File: config.mk
export PLATFORM = sky130hd
export DESIGN_NAME = fmaUnit
export DESIGN_NICKNAME = d
export VERILOG_FILES = /design/src/source/fmaPkg.sv /design/src/source/fmaDecode.sv /design/src/source/fmaExecute.sv /design/src/source/resultSign.sv /design/src/source/fmaResult.sv /design/src/source/fmaUnit.sv
export SDC_FILE = /design/constraint.sdc
export NUM_CORES = 1
export LEC_CHECK = 0
export ABC_CLOCK_PERIOD_IN_PS = 14100
export BUFFER_PORTS_ARGS = -buffer_cell sky130_fd_sc_hd__buf_2
export CORE_AREA = 2 2 217 219
export CTS_CLUSTER_SIZE = 25
export DETAILED_ROUTE_END_ITERATION = 10
export DIE_AREA = 0 0 219 221
export PLACE_DENSITY = 0.74
export SLEW_MARGIN = 10
export SYNTH_ARGS = -nofsm -noshare
export SYNTH_HDL_FRONTEND = slang
export SYNTH_SLANG_ARGS = --single-unit
File: constraint.sdc
create_clock -name clk -period 14.1 [get_ports clk]
set_clock_uncertainty 0.1 [all_clocks]
set_input_delay 1.41 -clock clk [delete_from_list [all_inputs] [get_ports clk]]
set_output_delay 1.41 -clock clk [all_outputs]
set_load 0.02 [all_outputs]
File: src/source/fmaPkg.sv
// Half-precision FMA definitions
package fmaPkg;

    // Default binary16 field widths
    localparam int ExpBits  = 5;
    localparam int FracBits = 10;
    localparam int ExpBias  = 15;

    // Packed operand and result word
    typedef logic [ExpBits+FracBits:0] fpWord;

    // Biased exponent as stored in the word
    typedef logic [ExpBits-1:0] expField;

    // Working exponent with two extra bits
    // Negative values mean underflow and large ones mean overflow
    typedef logic signed [ExpBits+1:0] sumExp;

    // RISC-V frm encoding
    typedef logic [2:0] roundMode;

    localparam roundMode RNE = 3'd0;
    localparam roundMode RTZ = 3'd1;
    localparam roundMode RDN = 3'd2;
    localparam roundMode RUP = 3'd3;
    localparam roundMode RMM = 3'd4;

    // Canonical quiet NaN
    localparam fpWord QNaN = 16'h7E00;

endpackage

File: src/source/fmaDecode.sv
// FMA operand decode stage
module fmaDecode #(
    parameter int ExpWidth  = fmaPkg::ExpBits,
    parameter int FracWidth = fmaPkg::FracBits
) (
    input  logic                  clk,
    input  logic                  rst,
    input  logic                  stall,
    input  logic                  opValid,
    input  fmaPkg::fpWord         x,
    input  fmaPkg::fpWord         y,
    input  fmaPkg::fpWord         z,
    input  logic                  negProd,
    input  logic                  negAdd,
    input  logic                  mulOnly,
    input  logic                  addOnly,
    input  fmaPkg::roundMode      frm,
    output logic                  prodSign,
    output logic                  addSign,
    output logic [ExpWidth-1:0]   xExp,
    output logic [ExpWidth-1:0]   yExp,
    output logic [ExpWidth-1:0]   zExp,
    output logic [FracWidth:0]    xSig,
    output logic [FracWidth:0]    ySig,
    output logic [FracWidth:0]    zSig,
    output logic                  xZero,
    output logic                  yZero,
    output logic                  zZero,
    output logic                  xInf,
    output logic                  yInf,
    output logic                  zInf,
    output logic                  anyNaN,
    output logic                  mulOnlyD,
    output fmaPkg::roundMode      frmD,
    output logic                  validD
);

    localparam int SignPos = ExpWidth + FracWidth;
    localparam logic [ExpWidth-1:0] ExpOnes = '1;
    localparam logic [ExpWidth-1:0] OneExp = ExpWidth'(fmaPkg::ExpBias);
    localparam logic [FracWidth:0] OneSig = {1'b1, {FracWidth{1'b0}}};

    fmaPkg::expField xE, yE, zE;
    logic [FracWidth-1:0] xF, yF, zF;
    logic xZ, yZ, zZ;
    logic xI, yI, zI;
    logic xN, yN, zN;
    logic pSignNext;

    // Field split
    assign xE = x[FracWidth +: ExpWidth];
    assign yE = y[FracWidth +: ExpWidth];
    assign zE = z[FracWidth +: ExpWidth];
    assign xF = x[FracWidth-1:0];
    assign yF = y[FracWidth-1:0];
    assign zF = z[FracWidth-1:0];

    // Zero exponent is a zero here, subnormal fractions are dropped
    assign xZ = (xE == '0);
    assign yZ = (yE == '0);
    assign zZ = (zE == '0);

    // All-ones exponent is infinity or NaN by fraction
    assign xI = (xE == ExpOnes) & (xF == '0);
    assign yI = (yE == ExpOnes) & (yF == '0);
    assign zI = (zE == ExpOnes) & (zF == '0);
    assign xN = (xE == ExpOnes) & (xF != '0);
    assign yN = (yE == ExpOnes) & (yF != '0);
    assign zN = (zE == ExpOnes) & (zF != '0);

    // Add-only forces Y to +1.0 so its sign drops out
    assign pSignNext = x[SignPos] ^ (y[SignPos] & ~addOnly) ^ negProd;

    always_ff @(posedge clk) begin
        if (rst) begin
            validD <= 1'b0;
        end else if (!stall) begin
            validD <= opValid;
        end
    end

    always_ff @(posedge clk) begin
        if (!stall) begin
            prodSign <= pSignNext;
            // Multiply-only addend is a zero carrying the product sign
            addSign  <= mulOnly ? pSignNext : (z[SignPos] ^ negAdd);
            xExp     <= xE;
            yExp     <= addOnly ? OneExp : yE;
            zExp     <= mulOnly ? '0 : zE;
            xSig     <= xZ ? '0 : {1'b1, xF};
            ySig     <= addOnly ? OneSig : (yZ ? '0 : {1'b1, yF});
            zSig     <= (mulOnly | zZ) ? '0 : {1'b1, zF};
            xZero    <= xZ;
            yZero    <= yZ & ~addOnly;
            zZero    <= zZ | mulOnly;
            xInf     <= xI;
            yInf     <= yI & ~addOnly;
            zInf     <= zI & ~mulOnly;
            // Replaced operands no longer count as NaN
            anyNaN   <= xN | (yN & ~addOnly) | (zN & ~mulOnly);
            mulOnlyD <= mulOnly;
            frmD     <= frm;
        end
    end

endmodule

File: src/source/fmaExecute.sv
// FMA multiply, align and add stage
module fmaExecute #(
    parameter int ExpWidth  = fmaPkg::ExpBits,
    parameter int FracWidth = fmaPkg::FracBits
) (
    input  logic                  clk,
    input  logic                  rst,
    input  logic                  stall,
    input  logic                  prodSign,
    input  logic                  addSign,
    input  logic [ExpWidth-1:0]   xExp,
    input  logic [ExpWidth-1:0]   yExp,
    input  logic [ExpWidth-1:0]   zExp,
    input  logic [FracWidth:0]    xSig,
    input  logic [FracWidth:0]    ySig,
    input  logic [FracWidth:0]    zSig,
    input  logic                  xZero,
    input  logic                  yZero,
    input  logic                  zZero,
    input  logic                  xInf,
    input  logic                  yInf,
    input  logic                  zInf,
    input  logic                  anyNaN,
    input  logic                  mulOnlyD,
    input  fmaPkg::roundMode      frmD,
    input  logic                  validD,
    output logic [FracWidth+2:0]  sumSig,
    output fmaPkg::sumExp         sumExp,
    output logic                  sumSign,
    output logic                  sumZero,
    output logic                  prodSignE,
    output logic                  addSignE,
    output logic                  infIn,
    output logic                  zInfE,
    output logic                  invalid,
    output logic                  mulOnlyE,
    output fmaPkg::roundMode      frmE,
    output logic                  validE
);

    localparam int SigW   = FracWidth + 1;
    // Carry bit, product, and room below the addend for alignment
    localparam int WinW   = 3 * SigW + 3;
    localparam int ProdSh = WinW - 1 - 2 * SigW;
    localparam int AddSh  = WinW - 2 - SigW;
    localparam int LzW    = $clog2(WinW);
    localparam int ExpW   = $bits(fmaPkg::sumExp);

    logic [2*SigW-1:0] prod;
    fmaPkg::sumExp prodExp, addExp, expDiff, refExp, normExp;
    logic [ExpW-1:0] shiftAmt;
    logic addBig, effSub, diffNeg, shiftSticky;
    logic [WinW-1:0] prodAl, addAl, smallTerm, shifted;
    logic [WinW-1:0] prodTerm, addTerm, mag, norm;
    logic [WinW:0] diff;
    logic [LzW-1:0] lzc;

    ////////////////////////////////////////////////////////////////////////////
    // Product and alignment
    ////////////////////////////////////////////////////////////////////////////

    // Full-width product, binary point two bits below its top
    assign prod    = xSig * ySig;
    assign prodExp = fmaPkg::sumExp'(xExp) + fmaPkg::sumExp'(yExp)
                   - fmaPkg::sumExp'(fmaPkg::ExpBias);
    assign addExp  = fmaPkg::sumExp'(zExp);
    assign expDiff = prodExp - addExp;

    // A zero term always moves, so it never costs the other term precision
    assign addBig = (xZero | yZero) ? 1'b1 : (zZero ? 1'b0 : expDiff[ExpW-1]);
    assign shiftAmt = expDiff[ExpW-1] ? -expDiff : expDiff;
    assign refExp = addBig ? addExp : prodExp;

    // Both terms share one binary point in the window
    assign prodAl = WinW'(prod) << ProdSh;
    assign addAl  = WinW'(zSig) << AddSh;

    // Bits shifted out collapse into the window LSB
    assign smallTerm   = addBig ? prodAl : addAl;
    assign shiftSticky = |(smallTerm & ~({WinW{1'b1}} << shiftAmt));
    assign shifted     = (smallTerm >> shiftAmt) | WinW'(shiftSticky);
    assign prodTerm    = addBig ? shifted : prodAl;
    assign addTerm     = addBig ? addAl : shifted;

    ////////////////////////////////////////////////////////////////////////////
    // Add, magnitude and normalize
    ////////////////////////////////////////////////////////////////////////////

    assign effSub  = prodSign ^ addSign;
    assign diff    = {1'b0, prodTerm} - {1'b0, addTerm};
    assign diffNeg = effSub & diff[WinW];

    always_comb begin
        if (!effSub) begin
            mag = prodTerm + addTerm;
        end else if (diff[WinW]) begin
            mag = addTerm - prodTerm;
        end else begin
            mag = diff[WinW-1:0];
        end
    end

    // Leading zero count, highest set bit wins
    always_comb begin
        lzc = '0;
        for (int i = 0; i < WinW; i++) begin
            if (mag[i]) begin
                lzc = LzW'(WinW - 1 - i);
            end
        end
    end

    assign norm    = mag << lzc;
    // Point sits two below the top, hence the +2
    assign normExp = refExp + fmaPkg::sumExp'(2) - fmaPkg::sumExp'(lzc);

    always_ff @(posedge clk) begin
        if (rst) begin
            validE <= 1'b0;
        end else if (!stall) begin
            validE <= validD;
        end
    end

    always_ff @(posedge clk) begin
        if (!stall) begin
            // Significand and guard, then sticky of the rest
            sumSig    <= {norm[WinW-1 -: SigW+1], |norm[WinW-SigW-2:0]};
            // Zero sum gets exponent 0 so it never looks underflowed
            sumExp    <= (mag == '0) ? '0 : normExp;
            sumSign   <= diffNeg ? addSign : prodSign;
            sumZero   <= (mag == '0);
            prodSignE <= prodSign;
            addSignE  <= addSign;
            infIn     <= xInf | yInf | zInf;
            zInfE     <= zInf;
            // NaN in, inf times zero, or inf minus inf
            invalid   <= anyNaN | (xInf & yZero) | (yInf & xZero)
                       | ((xInf | yInf) & zInf & effSub);
            mulOnlyE  <= mulOnlyD;
            frmE      <= frmD;
        end
    end

endmodule

File: src/source/resultSign.sv
// FMA result sign
module resultSign (
    input  fmaPkg::roundMode frm,
    input  logic             prodSign,
    input  logic             addSign,
    input  logic             zInf,
    input  logic             infIn,
    input  fmaPkg::sumExp    sumExp,
    input  logic             sumZero,
    input  logic             mulOnly,
    input  logic             roundBit,
    input  logic             stickyBit,
    input  logic             sumSign,
    output logic             sign
);

    localparam int ExpW = $bits(fmaPkg::sumExp);

    logic underflow;
    logic zeroSign;
    logic infSign;

    // Tiny nonzero result that only looks like zero
    assign underflow = sumExp[ExpW-1] | ((sumExp == '0) & (roundBit | stickyBit));

    // Exact cancellation is +0 except in round down
    // Same-sign zeros and multiply-only keep the product sign
    assign zeroSign = ((prodSign ^ addSign) & ~underflow & ~mulOnly)
                    ? (frm == fmaPkg::RDN) : prodSign;

    // Infinite addend decides, otherwise the infinite product
    assign infSign = zInf ? addSign : prodSign;

    assign sign = infIn ? infSign : (sumZero ? zeroSign : sumSign);

endmodule

File: src/source/fmaResult.sv
// FMA round and pack stage
module fmaResult #(
    parameter int ExpWidth   = fmaPkg::ExpBits,
    parameter int FracWidth  = fmaPkg::FracBits,
    parameter int NumCredits = 2
) (
    input  logic                  clk,
    input  logic                  rst,
    input  logic                  creditReturn,
    input  logic [FracWidth+2:0]  sumSig,
    input  fmaPkg::sumExp         sumExp,
    input  logic                  sumSign,
    input  logic                  sumZero,
    input  logic                  prodSignE,
    input  logic                  addSignE,
    input  logic                  infIn,
    input  logic                  zInfE,
    input  logic                  invalid,
    input  logic                  mulOnlyE,
    input  fmaPkg::roundMode      frmE,
    input  logic                  validE,
    output logic                  stall,
    output logic                  resultValid,
    output fmaPkg::fpWord         result
);

    localparam int SigW = FracWidth + 1;
    localparam int CntW = $clog2(NumCredits + 1);
    localparam fmaPkg::sumExp ExpTop = fmaPkg::sumExp'((1 << ExpWidth) - 1);

    logic [FracWidth:0] sig;
    logic guardBit, stickyBit, roundUp, carry;
    logic sign, toInf, underflow, overflow;
    logic [SigW:0] rounded;
    fmaPkg::sumExp finalExp;
    fmaPkg::fpWord resWord;
    logic outValid;
    logic [CntW-1:0] credits;

    ////////////////////////////////////////////////////////////////////////////
    // Rounding
    ////////////////////////////////////////////////////////////////////////////

    assign sig       = sumSig[SigW+1:2];
    assign guardBit  = sumSig[1];
    assign stickyBit = sumSig[0];

    // Directed modes look at the sign of the sum
    always_comb begin
        case (frmE)
            fmaPkg::RNE: roundUp = guardBit & (stickyBit | sig[0]);
            fmaPkg::RDN: roundUp = (guardBit | stickyBit) & sumSign;
            fmaPkg::RUP: roundUp = (guardBit | stickyBit) & ~sumSign;
            fmaPkg::RMM: roundUp = guardBit;
            default:     roundUp = 1'b0;
        endcase
    end

    // Carry out leaves an all-zero fraction one binade up
    assign rounded  = {1'b0, sig} + (SigW+1)'(roundUp);
    assign carry    = rounded[SigW];
    assign finalExp = sumExp + fmaPkg::sumExp'(carry);

    assign underflow = finalExp < fmaPkg::sumExp'(1);
    assign overflow  = finalExp >= ExpTop;

    resultSign sign0 (
        .frm       (frmE),
        .prodSign  (prodSignE),
        .addSign   (addSignE),
        .zInf      (zInfE),
        .infIn     (infIn),
        .sumExp    (sumExp),
        .sumZero   (sumZero),
        .mulOnly   (mulOnlyE),
        .roundBit  (guardBit),
        .stickyBit (stickyBit),
        .sumSign   (sumSign),
        .sign      (sign)
    );

    // Overflow goes to infinity unless the mode rounds toward zero for this sign
    always_comb begin
        case (frmE)
            fmaPkg::RTZ: toInf = 1'b0;
            fmaPkg::RDN: toInf = sign;
            fmaPkg::RUP: toInf = ~sign;
            default:     toInf = 1'b1;
        endcase
    end

    ////////////////////////////////////////////////////////////////////////////
    // Packing, specials first
    ////////////////////////////////////////////////////////////////////////////

    always_comb begin
        if (invalid) begin
            resWord = fmaPkg::QNaN;
        end else if (infIn || (overflow && toInf)) begin
            resWord = {sign, {ExpWidth{1'b1}}, {FracWidth{1'b0}}};
        end else if (sumZero || underflow) begin
            resWord = {sign, {(ExpWidth + FracWidth){1'b0}}};
        end else if (overflow) begin
            // Largest finite value
            resWord = {sign, {(ExpWidth-1){1'b1}}, 1'b0, {FracWidth{1'b1}}};
        end else begin
            resWord = {sign, finalExp[ExpWidth-1:0], rounded[FracWidth-1:0]};
        end
    end

    // Held result with no credit freezes the whole pipe
    assign stall       = outValid & (credits == '0);
    assign resultValid = outValid & (credits != '0);

    always_ff @(posedge clk) begin
        if (rst) begin
            outValid <= 1'b0;
            credits  <= CntW'(NumCredits);
        end else begin
            if (!stall) begin
                outValid <= validE;
            end
            // Return and spend in one cycle cancel
            credits <= credits + CntW'(creditReturn) - CntW'(resultValid);
        end
    end

    always_ff @(posedge clk) begin
        if (!stall) begin
            result <= resWord;
        end
    end

endmodule

File: src/source/fmaUnit.sv
// Half-precision FMA unit
module fmaUnit #(
    parameter int ExpWidth   = fmaPkg::ExpBits,
    parameter int FracWidth  = fmaPkg::FracBits,
    parameter int NumCredits = 2
) (
    input  logic             clk,
    input  logic             rst,
    input  logic             opValid,
    output logic             opReady,
    input  fmaPkg::fpWord    x,
    input  fmaPkg::fpWord    y,
    input  fmaPkg::fpWord    z,
    input  logic             negProd,
    input  logic             negAdd,
    input  logic             mulOnly,
    input  logic             addOnly,
    input  fmaPkg::roundMode frm,
    output logic             resultValid,
    output fmaPkg::fpWord    result,
    input  logic             creditReturn
);

    // Common hold for all three stages
    logic stall;

    // Decode to execute
    logic prodSign, addSign;
    logic [ExpWidth-1:0] xExp, yExp, zExp;
    logic [FracWidth:0] xSig, ySig, zSig;
    logic xZero, yZero, zZero;
    logic xInf, yInf, zInf;
    logic anyNaN, mulOnlyD, validD;
    fmaPkg::roundMode frmD;

    // Execute to result
    logic [FracWidth+2:0] sumSig;
    fmaPkg::sumExp sumExp;
    logic sumSign, sumZero, prodSignE, addSignE;
    logic infIn, zInfE, invalid, mulOnlyE, validE;
    fmaPkg::roundMode frmE;

    assign opReady = ~stall;

    fmaDecode #(.ExpWidth(ExpWidth), .FracWidth(FracWidth)) decode0 (.*);

    fmaExecute #(.ExpWidth(ExpWidth), .FracWidth(FracWidth)) execute0 (.*);

    fmaResult #(
        .ExpWidth   (ExpWidth),
        .FracWidth  (FracWidth),
        .NumCredits (NumCredits)
    ) result0 (.*);

endmodule

==> key figures <==
Setup path
  • Required @ worst endpoint: 14,190 ps
  • Crit-path max FO: 14
  • Worst R2R Start: decode0.ySig[2]
  • Worst path top cell family by delay: compound AO/OA/AOI/OAI gates
  • R2R depth: 48
  • Worst setup EP type: flip-flop
  • Buf/Inv on CP: 8
  • Register-to-register path setup slack: 450 ps
  • Setup CP Type: reg -> reg
  • Startpoint Class: flip-flop
  • Slowest CP cell: a2111oi_0
  • Max incr delay on CP: 600 ps
  • Worst reg2reg path endpoint: execute0.sumSig[0]
  • WP data arrival: 13,740 ps
  • Crit path depth: between 40 and 50

STA
  • Final Slew Violations: 0
  • Fmax: 0.0732 GHz
  • Slew @ Worst Pin: around 1100 ps
  • Min Tclk post-route: 13,650 ps
  • Worst setup margin: 445 ps
  • Final setup viols: 0
  • Max_slew headroom: 0.269
  • Final Hold Vio Count: 0
  • Tcrit/Tclk final: 0.968
  • RSZ-0062 raised after global routing: false

Logic synthesis
  • Syn Area/Cell: 7.63 sq um
  • Flops & latches, synth: roughly 110
  • Synth Instances: 2,994
  • Area share of the largest cell type after synthesis: 0.142
  • Main synth FF type: edfxtp_1
  • Top post-synthesis cells by area: edfxtp_1 (14%), ha_1 (9.3%), fa_1 (7.3%), nand2_1 (4.9%), nor2_1 (4.4%)
  • Unique masters post-synth: 115
  • Largest area contributor in the netlist: edfxtp_1
  • Post-synth EDFFs: roughly 110
  • Register area share after synthesis: 0.146
  • Synth Warn #: 0
  • Async SR Flop Fraction: 0
  • Cell Area, Synth: 22,800 sq um

Floorplanning
  • Core area: 46,100 sq um
  • Num ports: 77
  • Die Ht: 221 um
  • Rows: 79
  • Die X-Extent: 219 um
  • Die area: about 48,000 sq um
  • Initial Util: 0.496

CTS
  • Hold_buf cts: 0
  • TritonCTS clock tree: built
  • Clk sinks: 113
  • TritonCTS buffer count: 17
  • CTS Root Cell: clkbuf_16
  • Clk buf depth: 2
  • Htree depth: 4
  • Clk Latency, worst-skew pair: 440 ps
  • Clock Pin Slew Worst Setup and Hold Paths: 70 ps

Worst hold path
  • Hold path endpoint: execute0.mulOnlyE
  • Worst hold path type: reg -> reg
  • Hold path start: decode0.mulOnlyD
  • WHS Path Cells: 0

Cells and area
  • Layout Nets: 3,548
  • Non-Filler Instances: between 3,000 and 4,000
  • Share of cells above drive strength 1: 0.177
  • Multi-input gate area: 18,000 sq um
  • Diodes inserted: 0
  • Fill cells: 4,305
  • Synthesis-to-finish area growth: 15.5%
  • Storage cell area: roughly 3300 sq um
  • Fin util: 0.573

Run
  • Max Cap Viol: 0

Route
  • Post-route ant nets: 0
  • DRC Markers: 0
  • DR WL/cell: 24.5 um
  • Drt total wl: 94,600 um
  • Vias/cell: 6.71
  • DR vias: between 20,000 and 30,000
  • 1st-pass router iterations: 7
  • Initial drt markers: roughly 3,000

Place
  • Pre-CTS WS: -203 ps
  • DPL Wire Length: around 76,000 um
  • I/O Buffers: 76
  • Final GP Congestion: approximately 1.1
  • DP Cell Count: 3,798

Global routing
  • Largest net degree at the start of global routing: 82
  • Initial antenna violation count: 0
  • Global-route wire length before repair: 145,000 um
  • Total grt overflow: 0
  • Tot GR Track Use: 0.385
  • Vias in the first global route: 24,800

Run status
  • Status: completed
[state kept, by name (all words and copies together) (netlist names), 2 cells and up]
name and count:
decode0.ySig 11, result0.result 16, decode0.xExp 5, result0.credits 2, execute0.sumExp 7, decode0.zExp 5
decode0.xSig 11, decode0.zSig 11, execute0.frmE 3, decode0.frmD 3, decode0.yExp 5, execute0.sumSig 13
[cell type report]
cell class,instances,share of cell area
inverters,237,0.0338
clock inverters,15,0.00612
well taps,607,0.0288
repair buffers,395,0.107
multi-input cells,2473,0.681
clock buffers,17,0.0161
flip-flops and latches,113,0.127
[routing by layer]
metal	GRT usage	wire (um)	vias to the layer above
met2	0.601	41800	1769
li1	-	-	11500
met5	0	0	-
met1	0.487	36700	12300
met4	0.194	5510	0
met3	0.104	10600	319
[cell usage in the layout, fill, tap and decap left out, types with 28 or more instances in the layout]
cell type	n
a31oi_1	31
inv_1	232
nand3_1	75
fa_1	83
edfxtp_1	108
a211oi_1	48
mux2i_1	77
and3_1	29
ha_1	167
nand2_1	301
a21oi_1	189
xor2_1	28
nor3_1	72
a21o_1	48
nor2b_1	30
buf_2	77
o21ai_0	137
xnor2_1	49
o21bai_1	32
mux2_2	31
buf_4	313
o31ai_1	29
nor4_1	39
and2_1	121
nand4_1	36
o211ai_1	52
nor2_1	266
[cell usage after synthesis (all sizes together), types with 17 or more instances]
cell type  number
o22ai          17
a21o           48
and2          121
xor2           30
a21oi         194
nor3           74
or3            19
a31oi          31
o211ai         54
nor2          271
ha            169
o31ai          32
nand2b         27
and3           29
o21bai         33
a2111oi        19
a221oi         19
buf            60
clkbuf        112
nand2         302
mux2           33
a211oi         52
mux2i          80
or4            21
nor2b          30
o21a           25
nand4          36
or2            27
inv           236
nand3          75
fa             83
xnor2          52
a211o          19
o2111ai        17
nor4           39
edfxtp        108
o21ai         152
[metrics by stage]
stage	area, sq um	setup TNS, ps	hold slack (ps)
after global placement	25500	-65.6	304
final	26400	0	309
after global routing	26400	0	331
after floorplan	22800	0	300
after detailed placement	25500	-203	305
after CTS	26100	0	311
[kinds of logic (layout without fill, tap and decap cells)]
family          after synthesis  in the layout  share of synthesized area
other cells                   2              3                   0.000329
flops                       113            113                      0.146
simple gates               1102           1102                      0.236
buf+inv                     409            664                     0.0735
mux                         124            124                     0.0622
fa+ha+maj                   253            253                      0.166
xor+xnor                     82             82                     0.0314
compound gates              909            909                      0.285
[repair_timing]
| item | 4_1_cts | 5_1_grt |
|---|---|---|
| pin swaps | 0 | 2 |
| resized for setup | 2 | 25 |
| setup buffers | 0 | 27 |
| hold endpoints to repair | 0 | 0 |
| endpoints found under the setup margin | 5 | 16 |
[worst max-delay path by stage]
| stage | start | end | slack [ps] |
|---|---|---|---|
| 5_1_grt | decode0.ySig[3] | execute0.sumSig[0] | 10 |
| 2_1_floorplan | decode0.xSig[4] | execute0.sumExp[6] | 1570 |
| 6_report | decode0.ySig[2] | execute0.sumSig[0] | 450 |
| 3_3_place_gp | decode0.ySig[3] | execute0.sumSig[0] | -70 |
| 4_1_cts | decode0.ySig[3] | execute0.sumSig[0] | 170 |
| 3_5_place_dp | decode0.ySig[3] | execute0.sumSig[0] | -200 |
Power is left out: the tool's default activity adds up to more than one toggle a clock period on the data nets, which glitch-free logic cannot reach.
